**src/eth_reflect_consts.svh**
```systemverilog
//////////////////////////////
// Frame reflector constants
//////////////////////////////

`ifndef ETH_REFLECT_CONSTS_SVH
`define ETH_REFLECT_CONSTS_SVH

//////////////////////////////
// Frame geometry

// Destination, source and ethertype
`define ETH_HDR_BYTES 14

// Longer frames are cut here, header included
`define ETH_MAX_FRAME_BYTES 100

//////////////////////////////
// Buffering

// Payload byte entries, power of two
`define ETH_FIFO_DEPTH 256

// Pending frames waiting for the writer
`define ETH_DESC_DEPTH 4

//////////////////////////////
// Station addresses

`define ETH_LOCAL_MAC 48'hAA_BB_CC_DD_EE_FF
`define ETH_BCAST_MAC 48'hFF_FF_FF_FF_FF_FF

`endif

```
**src/eth_reflect_pkg.sv**
```systemverilog
//////////////////////////////
// Frame reflector types
//////////////////////////////

`default_nettype none

`include "eth_reflect_consts.svh"

package eth_reflect_pkg;

    typedef logic [47:0] mac_addr_t;

    // Field order follows the wire order, first byte in the top bits
    typedef struct packed {
        mac_addr_t   dst;
        mac_addr_t   src;
        logic [15:0] ethertype;
    } eth_hdr_t;

    // Filled as raw bytes, read back as fields
    // bytes[13] is the first byte on the wire
    typedef union packed {
        eth_hdr_t                             fields;
        logic [`ETH_HDR_BYTES-1:0][7:0]       bytes;
    } eth_hdr_u;

    // One entry per accepted frame, header already rewritten
    typedef struct packed {
        eth_hdr_t   hdr;
        logic [7:0] pay_len;
    } frame_desc_t;

    // Payload byte plus end of frame marker
    typedef struct packed {
        logic [7:0] data;
        logic       last;
    } fifo_byte_t;

endpackage

`default_nettype wire

```
**src/eth_hdr_parser.sv**
```systemverilog
//////////////////////////////
// Header parser and filter
//////////////////////////////

`timescale 1ns/1ps
`default_nettype none

`include "eth_reflect_consts.svh"

module eth_hdr_parser (
    input  wire                              clk,
    input  wire                              i_rst,
    input  wire                              i_valid,
    input  wire  [7:0]                       i_data,
    input  wire                              i_last,
    output logic                             o_wr,
    output eth_reflect_pkg::fifo_byte_t      o_wr_byte,
    output logic                             o_desc_valid,
    output eth_reflect_pkg::frame_desc_t     o_desc,
    output logic [15:0]                      o_runt_drops,
    output logic [15:0]                      o_filter_drops
);

    localparam logic [3:0] LAST_HDR_POS = 4'(`ETH_HDR_BYTES - 1);
    localparam logic [7:0] MAX_PAY_LEN  = 8'(`ETH_MAX_FRAME_BYTES - `ETH_HDR_BYTES);

    // P_TAIL discards bytes past the cap of an accepted frame,
    // P_DROP discards the rest of a filtered frame
    typedef enum logic [1:0] {P_HDR, P_PAY, P_TAIL, P_DROP} parse_state_t;

    parse_state_t               state;
    logic [3:0]                 pos;
    eth_reflect_pkg::eth_hdr_u  hdr_q;
    eth_reflect_pkg::eth_hdr_u  hdr_next;
    logic                       dst_match;
    logic                       cap_hit;

    function automatic logic [15:0] sat_inc(input logic [15:0] value);
        return (value == 16'hFFFF) ? value : value + 16'd1;
    endfunction

    // Header word including the byte arriving now
    always_comb begin
        hdr_next = hdr_q;
        hdr_next.bytes = {hdr_q.bytes[`ETH_HDR_BYTES-2:0], i_data};
    end

    assign dst_match = (hdr_next.fields.dst == `ETH_LOCAL_MAC) ||
                       (hdr_next.fields.dst == `ETH_BCAST_MAC);

    // Current payload byte is the last one that fits
    assign cap_hit = (o_desc.pay_len == MAX_PAY_LEN - 8'd1);

    //////////////////////////////
    // Control

    always_ff @(posedge clk) begin
        if (i_rst) begin
            state          <= P_HDR;
            pos            <= '0;
            o_wr           <= 1'b0;
            o_desc_valid   <= 1'b0;
            o_runt_drops   <= '0;
            o_filter_drops <= '0;
        end else begin
            o_wr         <= 1'b0;
            o_desc_valid <= 1'b0;
            if (i_valid) begin
                case (state)
                    P_HDR: begin
                        if (pos == LAST_HDR_POS) begin
                            pos <= '0;
                            if (dst_match) begin
                                // Header-only frame goes out right away
                                if (i_last) begin
                                    o_desc_valid <= 1'b1;
                                end else begin
                                    state <= P_PAY;
                                end
                            end else begin
                                o_filter_drops <= sat_inc(o_filter_drops);
                                if (!i_last) begin
                                    state <= P_DROP;
                                end
                            end
                        end else if (i_last) begin
                            pos          <= '0;
                            o_runt_drops <= sat_inc(o_runt_drops);
                        end else begin
                            pos <= pos + 4'd1;
                        end
                    end
                    P_PAY: begin
                        o_wr <= 1'b1;
                        if (i_last) begin
                            o_desc_valid <= 1'b1;
                            state        <= P_HDR;
                        end else if (cap_hit) begin
                            state <= P_TAIL;
                        end
                    end
                    P_TAIL: begin
                        if (i_last) begin
                            o_desc_valid <= 1'b1;
                            state        <= P_HDR;
                        end
                    end
                    default: begin
                        if (i_last) begin
                            state <= P_HDR;
                        end
                    end
                endcase
            end
        end
    end

    //////////////////////////////
    // Header and payload data

    always_ff @(posedge clk) begin
        if (i_valid && state == P_HDR) begin
            hdr_q <= hdr_next;
            // Reply goes back to the sender, from this station
            if (pos == LAST_HDR_POS) begin
                o_desc.hdr.dst       <= hdr_next.fields.src;
                o_desc.hdr.src       <= `ETH_LOCAL_MAC;
                o_desc.hdr.ethertype <= hdr_next.fields.ethertype;
                o_desc.pay_len       <= '0;
            end
        end
        if (i_valid && state == P_PAY) begin
            o_wr_byte.data <= i_data;
            o_wr_byte.last <= i_last || cap_hit;
            o_desc.pay_len <= o_desc.pay_len + 8'd1;
        end
    end

endmodule

`default_nettype wire

```
**src/eth_hdr_writer.sv**
```systemverilog
//////////////////////////////
// Header writer and output
//////////////////////////////

`timescale 1ns/1ps
`default_nettype none

`include "eth_reflect_consts.svh"

module eth_hdr_writer (
    input  wire                               clk,
    input  wire                               i_rst,
    input  wire                               i_desc_valid,
    input  wire eth_reflect_pkg::frame_desc_t i_desc,
    output logic                              o_rd,
    input  wire eth_reflect_pkg::fifo_byte_t  i_rd_byte,
    output logic                              o_valid,
    output logic [7:0]                        o_data,
    output logic                              o_last
);

    localparam int         QW        = $clog2(`ETH_DESC_DEPTH);
    localparam logic [3:0] FIRST_IDX = 4'(`ETH_HDR_BYTES - 2);

    typedef enum logic [1:0] {W_IDLE, W_LOAD, W_HDR, W_PAY} write_state_t;

    eth_reflect_pkg::frame_desc_t desc_mem [`ETH_DESC_DEPTH];

    logic [QW-1:0]              q_wr_ptr;
    logic [QW-1:0]              q_rd_ptr;
    logic [QW:0]                q_count;
    logic                       q_pop;
    logic                       desc_ready;
    write_state_t               state;
    eth_reflect_pkg::eth_hdr_u  head_u;
    eth_reflect_pkg::eth_hdr_u  cur_hdr;
    logic [7:0]                 cur_len;
    logic [3:0]                 hdr_idx;
    logic [7:0]                 rd_left;
    logic                       rd_pend;

    // Head of the descriptor queue seen as bytes
    always_comb begin
        head_u.fields = desc_mem[q_rd_ptr].hdr;
    end

    assign q_pop = (state == W_LOAD);

    // A descriptor pushed this cycle is readable in the next one
    assign desc_ready = (q_count != '0) || i_desc_valid;

    // Reads start with the last header byte so payload follows without a gap
    always_comb begin
        o_rd = 1'b0;
        if (state == W_HDR && hdr_idx == '0 && cur_len != '0) begin
            o_rd = 1'b1;
        end else if (state == W_PAY && rd_left != '0) begin
            o_rd = 1'b1;
        end
    end

    //////////////////////////////
    // Queue and FSM

    always_ff @(posedge clk) begin
        if (i_rst) begin
            state    <= W_IDLE;
            q_wr_ptr <= '0;
            q_rd_ptr <= '0;
            q_count  <= '0;
            hdr_idx  <= '0;
            rd_left  <= '0;
            rd_pend  <= 1'b0;
            o_valid  <= 1'b0;
            o_last   <= 1'b0;
        end else begin
            o_valid <= 1'b0;
            o_last  <= 1'b0;
            rd_pend <= o_rd;
            if (i_desc_valid) begin
                q_wr_ptr <= q_wr_ptr + QW'(1);
            end
            if (q_pop) begin
                q_rd_ptr <= q_rd_ptr + QW'(1);
            end
            q_count <= q_count + (QW+1)'(i_desc_valid) - (QW+1)'(q_pop);
            case (state)
                W_IDLE: begin
                    if (desc_ready) begin
                        state <= W_LOAD;
                    end
                end
                // First header byte leaves while the descriptor is taken
                W_LOAD: begin
                    o_valid <= 1'b1;
                    hdr_idx <= FIRST_IDX;
                    state   <= W_HDR;
                end
                W_HDR: begin
                    o_valid <= 1'b1;
                    if (hdr_idx == '0) begin
                        if (cur_len == '0) begin
                            o_last <= 1'b1;
                            state  <= desc_ready ? W_LOAD : W_IDLE;
                        end else begin
                            rd_left <= cur_len - 8'd1;
                            state   <= W_PAY;
                        end
                    end else begin
                        hdr_idx <= hdr_idx - 4'd1;
                    end
                end
                default: begin
                    if (rd_left != '0) begin
                        rd_left <= rd_left - 8'd1;
                    end
                    if (rd_pend) begin
                        o_valid <= 1'b1;
                        o_last  <= i_rd_byte.last;
                        if (i_rd_byte.last) begin
                            state <= desc_ready ? W_LOAD : W_IDLE;
                        end
                    end
                end
            endcase
        end
    end

    //////////////////////////////
    // Data path

    always_ff @(posedge clk) begin
        if (i_desc_valid) begin
            desc_mem[q_wr_ptr] <= i_desc;
        end
        if (state == W_LOAD) begin
            cur_hdr <= head_u;
            cur_len <= desc_mem[q_rd_ptr].pay_len;
            o_data  <= head_u.bytes[`ETH_HDR_BYTES-1];
        end else if (state == W_HDR) begin
            o_data <= cur_hdr.bytes[hdr_idx];
        end else if (state == W_PAY) begin
            o_data <= i_rd_byte.data;
        end
    end

endmodule

`default_nettype wire

```
**src/eth_reflect_top.sv**
```systemverilog
//////////////////////////////
// Frame reflector top
//////////////////////////////

`timescale 1ns/1ps
`default_nettype none

`include "eth_reflect_consts.svh"

module eth_reflect_top (
    input  wire          clk,
    input  wire          i_rst,
    input  wire          i_valid,
    input  wire  [7:0]   i_data,
    input  wire          i_last,
    output logic         o_valid,
    output logic [7:0]   o_data,
    output logic         o_last,
    output logic [15:0]  o_runt_drops,
    output logic [15:0]  o_filter_drops
);

    logic                          fifo_wr;
    eth_reflect_pkg::fifo_byte_t   fifo_wr_byte;
    logic                          fifo_rd;
    eth_reflect_pkg::fifo_byte_t   fifo_rd_byte;
    logic                          desc_valid;
    eth_reflect_pkg::frame_desc_t  desc;

    // Input side, header capture and filtering
    eth_hdr_parser parser_i (
        .clk            (clk),
        .i_rst          (i_rst),
        .i_valid        (i_valid),
        .i_data         (i_data),
        .i_last         (i_last),
        .o_wr           (fifo_wr),
        .o_wr_byte      (fifo_wr_byte),
        .o_desc_valid   (desc_valid),
        .o_desc         (desc),
        .o_runt_drops   (o_runt_drops),
        .o_filter_drops (o_filter_drops)
    );

    pkt_byte_fifo #(
        .DEPTH (`ETH_FIFO_DEPTH)
    ) fifo_i (
        .clk       (clk),
        .i_rst     (i_rst),
        .i_wr      (fifo_wr),
        .i_wr_byte (fifo_wr_byte),
        .i_rd      (fifo_rd),
        .o_rd_byte (fifo_rd_byte)
    );

    // Output side, rewritten header then buffered payload
    eth_hdr_writer writer_i (
        .clk          (clk),
        .i_rst        (i_rst),
        .i_desc_valid (desc_valid),
        .i_desc       (desc),
        .o_rd         (fifo_rd),
        .i_rd_byte    (fifo_rd_byte),
        .o_valid      (o_valid),
        .o_data       (o_data),
        .o_last       (o_last)
    );

endmodule

`default_nettype wire

```
**src/pkt_byte_fifo.sv**
```systemverilog
//////////////////////////////
// Payload byte FIFO
//////////////////////////////

`timescale 1ns/1ps
`default_nettype none

module pkt_byte_fifo #(
    parameter int DEPTH = 256
) (
    input  wire                              clk,
    input  wire                              i_rst,
    input  wire                              i_wr,
    input  wire eth_reflect_pkg::fifo_byte_t i_wr_byte,
    input  wire                              i_rd,
    output eth_reflect_pkg::fifo_byte_t      o_rd_byte
);

    localparam int AW = $clog2(DEPTH);

    eth_reflect_pkg::fifo_byte_t mem [DEPTH];

    logic [AW-1:0] wr_ptr;
    logic [AW-1:0] rd_ptr;

    //////////////////////////////
    // Pointers

    // Both wrap naturally at DEPTH
    always_ff @(posedge clk) begin
        if (i_rst) begin
            wr_ptr <= '0;
            rd_ptr <= '0;
        end else begin
            if (i_wr) begin
                wr_ptr <= wr_ptr + AW'(1);
            end
            if (i_rd) begin
                rd_ptr <= rd_ptr + AW'(1);
            end
        end
    end

    //////////////////////////////
    // Storage

    always_ff @(posedge clk) begin
        if (i_wr) begin
            mem[wr_ptr] <= i_wr_byte;
        end
    end

    // Registered read port, data one cycle after the strobe
    // The writer only reads bytes whose descriptor has arrived,
    // so a read never targets the slot being written
    always_ff @(posedge clk) begin
        if (i_rd) begin
            o_rd_byte <= mem[rd_ptr];
        end
    end

endmodule

`default_nettype wire
```
**config.mk**
```make
export PLATFORM = sky130hd
export DESIGN_NAME = eth_reflect_top
export DESIGN_NICKNAME = d
export VERILOG_FILES = /design/src/eth_reflect_pkg.sv /design/src/eth_hdr_parser.sv /design/src/eth_hdr_writer.sv /design/src/eth_reflect_top.sv /design/src/pkt_byte_fifo.sv
export VERILOG_INCLUDE_DIRS = /design/src
export SDC_FILE = /design/constraint.sdc
export NUM_CORES = 2
export LEC_CHECK = 0
export BUFFER_PORTS_ARGS = -buffer_cell sky130_fd_sc_hd__buf_2
export CAP_MARGIN = 25
export CORE_ASPECT_RATIO = 1.75
export CORE_MARGIN = 1.5
export CORE_UTILIZATION = 44
export CTS_BUF_LIST = sky130_fd_sc_hd__clkbuf_16
export DETAILED_ROUTE_END_ITERATION = 12
export PLACE_DENSITY = 0.57
export RECOVER_POWER = 50
export SLEW_MARGIN = 20
export SYNTH_ARGS = -nofsm -noshare
export SYNTH_HDL_FRONTEND = slang
export SYNTH_SLANG_ARGS = --single-unit
```
**constraint.sdc**
```tcl
create_clock -name clk -period 6 [get_ports clk]
set_clock_uncertainty 0.05 [all_clocks]
set_input_delay 1.2 -clock clk [delete_from_list [all_inputs] [get_ports clk]]
set_output_delay 1.2 -clock clk [all_outputs]
set_load 0.03 [all_outputs]
```
==> results.md <==
Status:
- The flow ran to the end, but the final reports show violations.
- The checks that failed: capacitance limit, slew limit.

STA:
- Setup repair after global routing left no endpoint under its margin.
- Adding up every negative setup slack in the final design gives 0 ns.
- The count of pins over their slew limit is 2203.
- The maximum operating frequency is 201 MHz.
- The post-route clock period utilization is 82.8%.
- The worst pin sits at a relative slew slack of -201%.
- The number of hold violations in the final report is 0.
- At the pin with the least slew margin, the transition time is 4.52 ns.
- The final-report setup violation count is 0.
- The time the final worst path needs with I/O delays and setup is 4.97 ns.

Setup path:
- Traced cell by cell, the critical path runs through clkbuf_2.
- The worst setup path is launched from a flip-flop.
- STA classifies the critical path endpoint as a flip-flop.
- Counting both buffers and inverters, the worst setup path holds a total of 1.
- The kind of cell with the highest combined delay along the critical path is buffers and inverters.
- The count of cell instances traversed by the critical path is 1.
- The number of cells on the worst reg-to-reg path is 1.
- The critical setup path kind is reg2reg.
- Setup slack on the worst reg-to-reg path comes out at 1.03 ns.
- In this design, the stage delay of the slowest critical-path cell is 3.03 ns.
- At the worst endpoint, the required time is 5.94 ns.
- The maximum fanout count along the critical path is 180.
- Among all stages on the critical path, the largest delay is contributed by clkbuf_2.
- Data on the critical path arrives at its endpoint at 4.91 ns.

Flow run:
- The tool flagged a number of max-cap violations equal to 26.

Clock network:
- The count of H-tree levels built during CTS is 5.
- The clock drives 2948 sinks.
- Post-CTS repair changed the size of 0 cells.
- The root buffer cell is clkbuf_16.
- The buffers inserted during post-CTS setup optimization is 0.
- The TritonCTS clock tree is yes.
- The buffer depth of the longest clock path is 4.
- Clock-pin slew was measured on the worst setup and hold paths at 0.07 ns.
- For the worst-skew pair, the clock arrives at the later sink with an insertion delay of 0.85 ns.
- The total clock buffers created by CTS is 268.
- The number of buffers inserted by hold repair at cts is 0.

Drt:
- The number of violations reported at the end of detailed-routing iteration 0 is 5918.
- The DRC violations left is 0.
- The final layout contains routed wiring with a total length of 329000 um.
- The routed via count is 56800.
- Before antenna repair, the detailed router went through 6 iterations.
- Dividing the detail-routed wire length by the instance count gives 35.2 um.
- After detailed routing, the number of vias per cell comes to 6.08.
- Once detail routing completed, the nets flagged for antenna violations numbered 0.

GRT:
- The initial antenna violation count came to 19.
- The largest net degree at the start of global routing is 197.
- Global routing used 25.0% of the available tracks.
- The total global routing overflow is 0.
- The via count of the first global-routing pass was 57800.
- The first global-routing pass estimated 456000 um of wire.

Cells and area:
- The final net count is 5826.
- The combined flip-flop and latch cell area is 87700 um^2.
- The multi-input combinational cells in the finished layout cover a total of 23900 um^2.
- After filler insertion, the fill cell instance count of the layout stands at 20700.
- The layout-stage area growth over the synthesis result is 11.5%.
- For this run, the number of standard cells in the final layout without fillers is 9335.
- The fraction of final layout cells sized beyond drive strength 1 is 21.2%.

Floorplanning:
- The overall die area is 261000 um^2.
- The horizontal die dimension is 387 um.
- The I/O pin count is 54.
- The initial cell density of the core is 44.2%.
- The core region is 256000 um^2.
- The y dimension of the die is 674 um.
- The row count is 246.

Logic synthesis:
- The count of cell types in the netlist is 78.
- The average size of a mapped cell is 20.5 um^2.
- Counting instances in the post-synthesis netlist gives the leading cell types as 2866 x edfxtp_1, 581 x mux4_2, 389 x nor2_1, 238 x mux2i_1, 166 x nand2_1.
- Summing the sequential cell areas from Yosys gives 77.4% of the chip area.
- The post-synthesis register bit count is 2948.
- Synthesis produced a netlist with a net count of 5582.
- Ranked by total cell area, the synthesized netlist is headed by edfxtp_1 76%, mux4_2 12%, mux2i_1 2.1%, dfxtp_1 1.4%, nor2_1 1.3%.
- The total standard cell area after synthesis is 113000 um^2.
- The synthesized design devotes to its leading area cell type 75.9% of total area.
- The number of enable flip-flop cells after synthesis is 2866.
- Counting every instance in the synthesized netlist gives 5541.
- Of all flip-flops after synthesis, the portion carrying an async set or reset was 0%.
- The most used flip-flop cell after synthesis is edfxtp_1.
- The top cell type by total area after synthesis is edfxtp_1.
- Among all cell types in the netlist, the one instantiated most often is edfxtp_1.
- For this run, the number of Yosys warnings is 0.

Power and ir drop:
- The power density over the cells is 340 nW/um^2.
- The share of total power in combinational logic is 7.9%.
- The worst IR drop on VDD is 0.000500 V.
- In this run, the clock network consumes 38.9% of the power.
- For this design the total switching power over the nets is 9.61 mW.
- Per report_power, the sequential group accounts for 53.2% of the total.
- The internal power component is 33.4 mW.
- The leakage power of the design is 38.5 nW.
- The total power draw is 43.0 mW.
- Of the total power, the share spent switching nets is 22.3%.

Place:
- Including well taps, the total number of placed cells is 8835.
- The routability congestion estimate from global placement is 0.873.
- The number of input and output port buffers inserted is 53.
- The placed wire-length estimate after detailed placement is 212000 um.

Worst hold path:
- In this run the worst hold path is classified as reg2reg.
- The number of instances on the worst hold path is 0.
==> stage by stage <==
step / setup WS, ns / utilization [%] / instance area (um^2) / hold WS [ns]
2_1_floorplan: 0.401 / - / 113000 / 0.371
3_3_place_gp: 0.417 / 45.9 / 118000 / 0.382
3_5_place_dp: 1.50 / 46.1 / 118000 / 0.383
4_1_cts: 1.48 / 49.3 / 126000 / 0.381
5_1_grt: 0.869 / 49.3 / 126000 / 0.405
6_report: 1.03 / 49.3 / 126000 / 0.387
==> placed cells by master, fill, tap and decap left out, types with 24 or more instances in the layout <==
cell       netlist  final
a211oi_1        27     27
a21oi_1        124    123
a221oi_1        40     40
a22oi_1         72     72
buf_2           78     47
buf_4           22    174
clkbuf_1       134     26
clkbuf_16        0    277
clkinv_1         2     53
clkinv_2         0     41
dfxtp_1         82     74
edfxtp_1      2866   2866
ha_1            28     27
inv_1           32     87
mux2i_1        238    238
mux4_2         581    581
nand2_1        166    166
nand3_1         69     68
nand4_1         27     27
nor2_1         389    362
nor2_2           0     24
nor3_1          30     28
o21ai_0         72     69
o22ai_1         24     24
==> cell type report <==
type / count / share of cell area (%)
Clock buffer: 277 / 5.48
Antenna cell: 12 / 0.0238
Sequential cell: 2948 / 69.4
Tap cell: 3348 / 3.31
Multi-Input combinational cell: 2253 / 18.9
Clock inverter: 183 / 1.08
Timing Repair Buffer: 280 / 1.69
Inverter: 34 / 0.104
==> flip-flops by register name (all words and copies together), names as in the netlist, 9 cells and up, named ones only <==
name and cells:
parser_i.hdr_q 104, fifo_i.o_rd_byte 9, parser_i.o_wr_byte 9, parser_i.o_runt_drops 16, writer_i.cur_hdr 64, writer_i.desc_mem 288
parser_i.o_desc 72, fifo_i.mem 2304, parser_i.o_filter_drops 16
==> path summary, 6_finish.rpt <==
path                                    from                      endpoint
max          parser_i.o_wr_byte[7]$_DFFE_PP_  fifo_i.mem[159][7]$_DFFE_PP_
min             parser_i.hdr_q[11]$_DFFE_PP_  parser_i.hdr_q[19]$_DFFE_PP_
max reg2reg  parser_i.o_wr_byte[7]$_DFFE_PP_  fifo_i.mem[159][7]$_DFFE_PP_
min reg2reg     parser_i.hdr_q[11]$_DFFE_PP_  parser_i.hdr_q[19]$_DFFE_PP_
==> power groups by stage <==
stage	Clock, mW	Combinational (mW)	Sequential [mW]
6_report	16.7	3.42	22.9
3_3_place_gp	0	3.47	23.3
3_5_place_dp	0	3.48	23.3
4_1_cts	17.0	3.49	22.9
2_1_floorplan	0	2.69	23.1
5_1_grt	17.7	3.64	22.9
==> metal layers <==
metal  vias to the layer above  global-route usage [%]  share of wire [%]
li1                      23300                       -                  -
met1                     30500                    28.5                 35
met2                      2276                    43.9                 52
met3                       681                    3.43                5.8
met4                         0                    16.8                7.6
met5                         -                       0                  0
==> kinds of logic after synthesis <==
group	synth area share, %
flops	77.4
mux	13.8
simple gates	3.22
compound gates	3.30
buf+inv	1.71
xor+xnor	0.332
fa+ha+maj	0.327
Power figures use the tool's default switching activity.
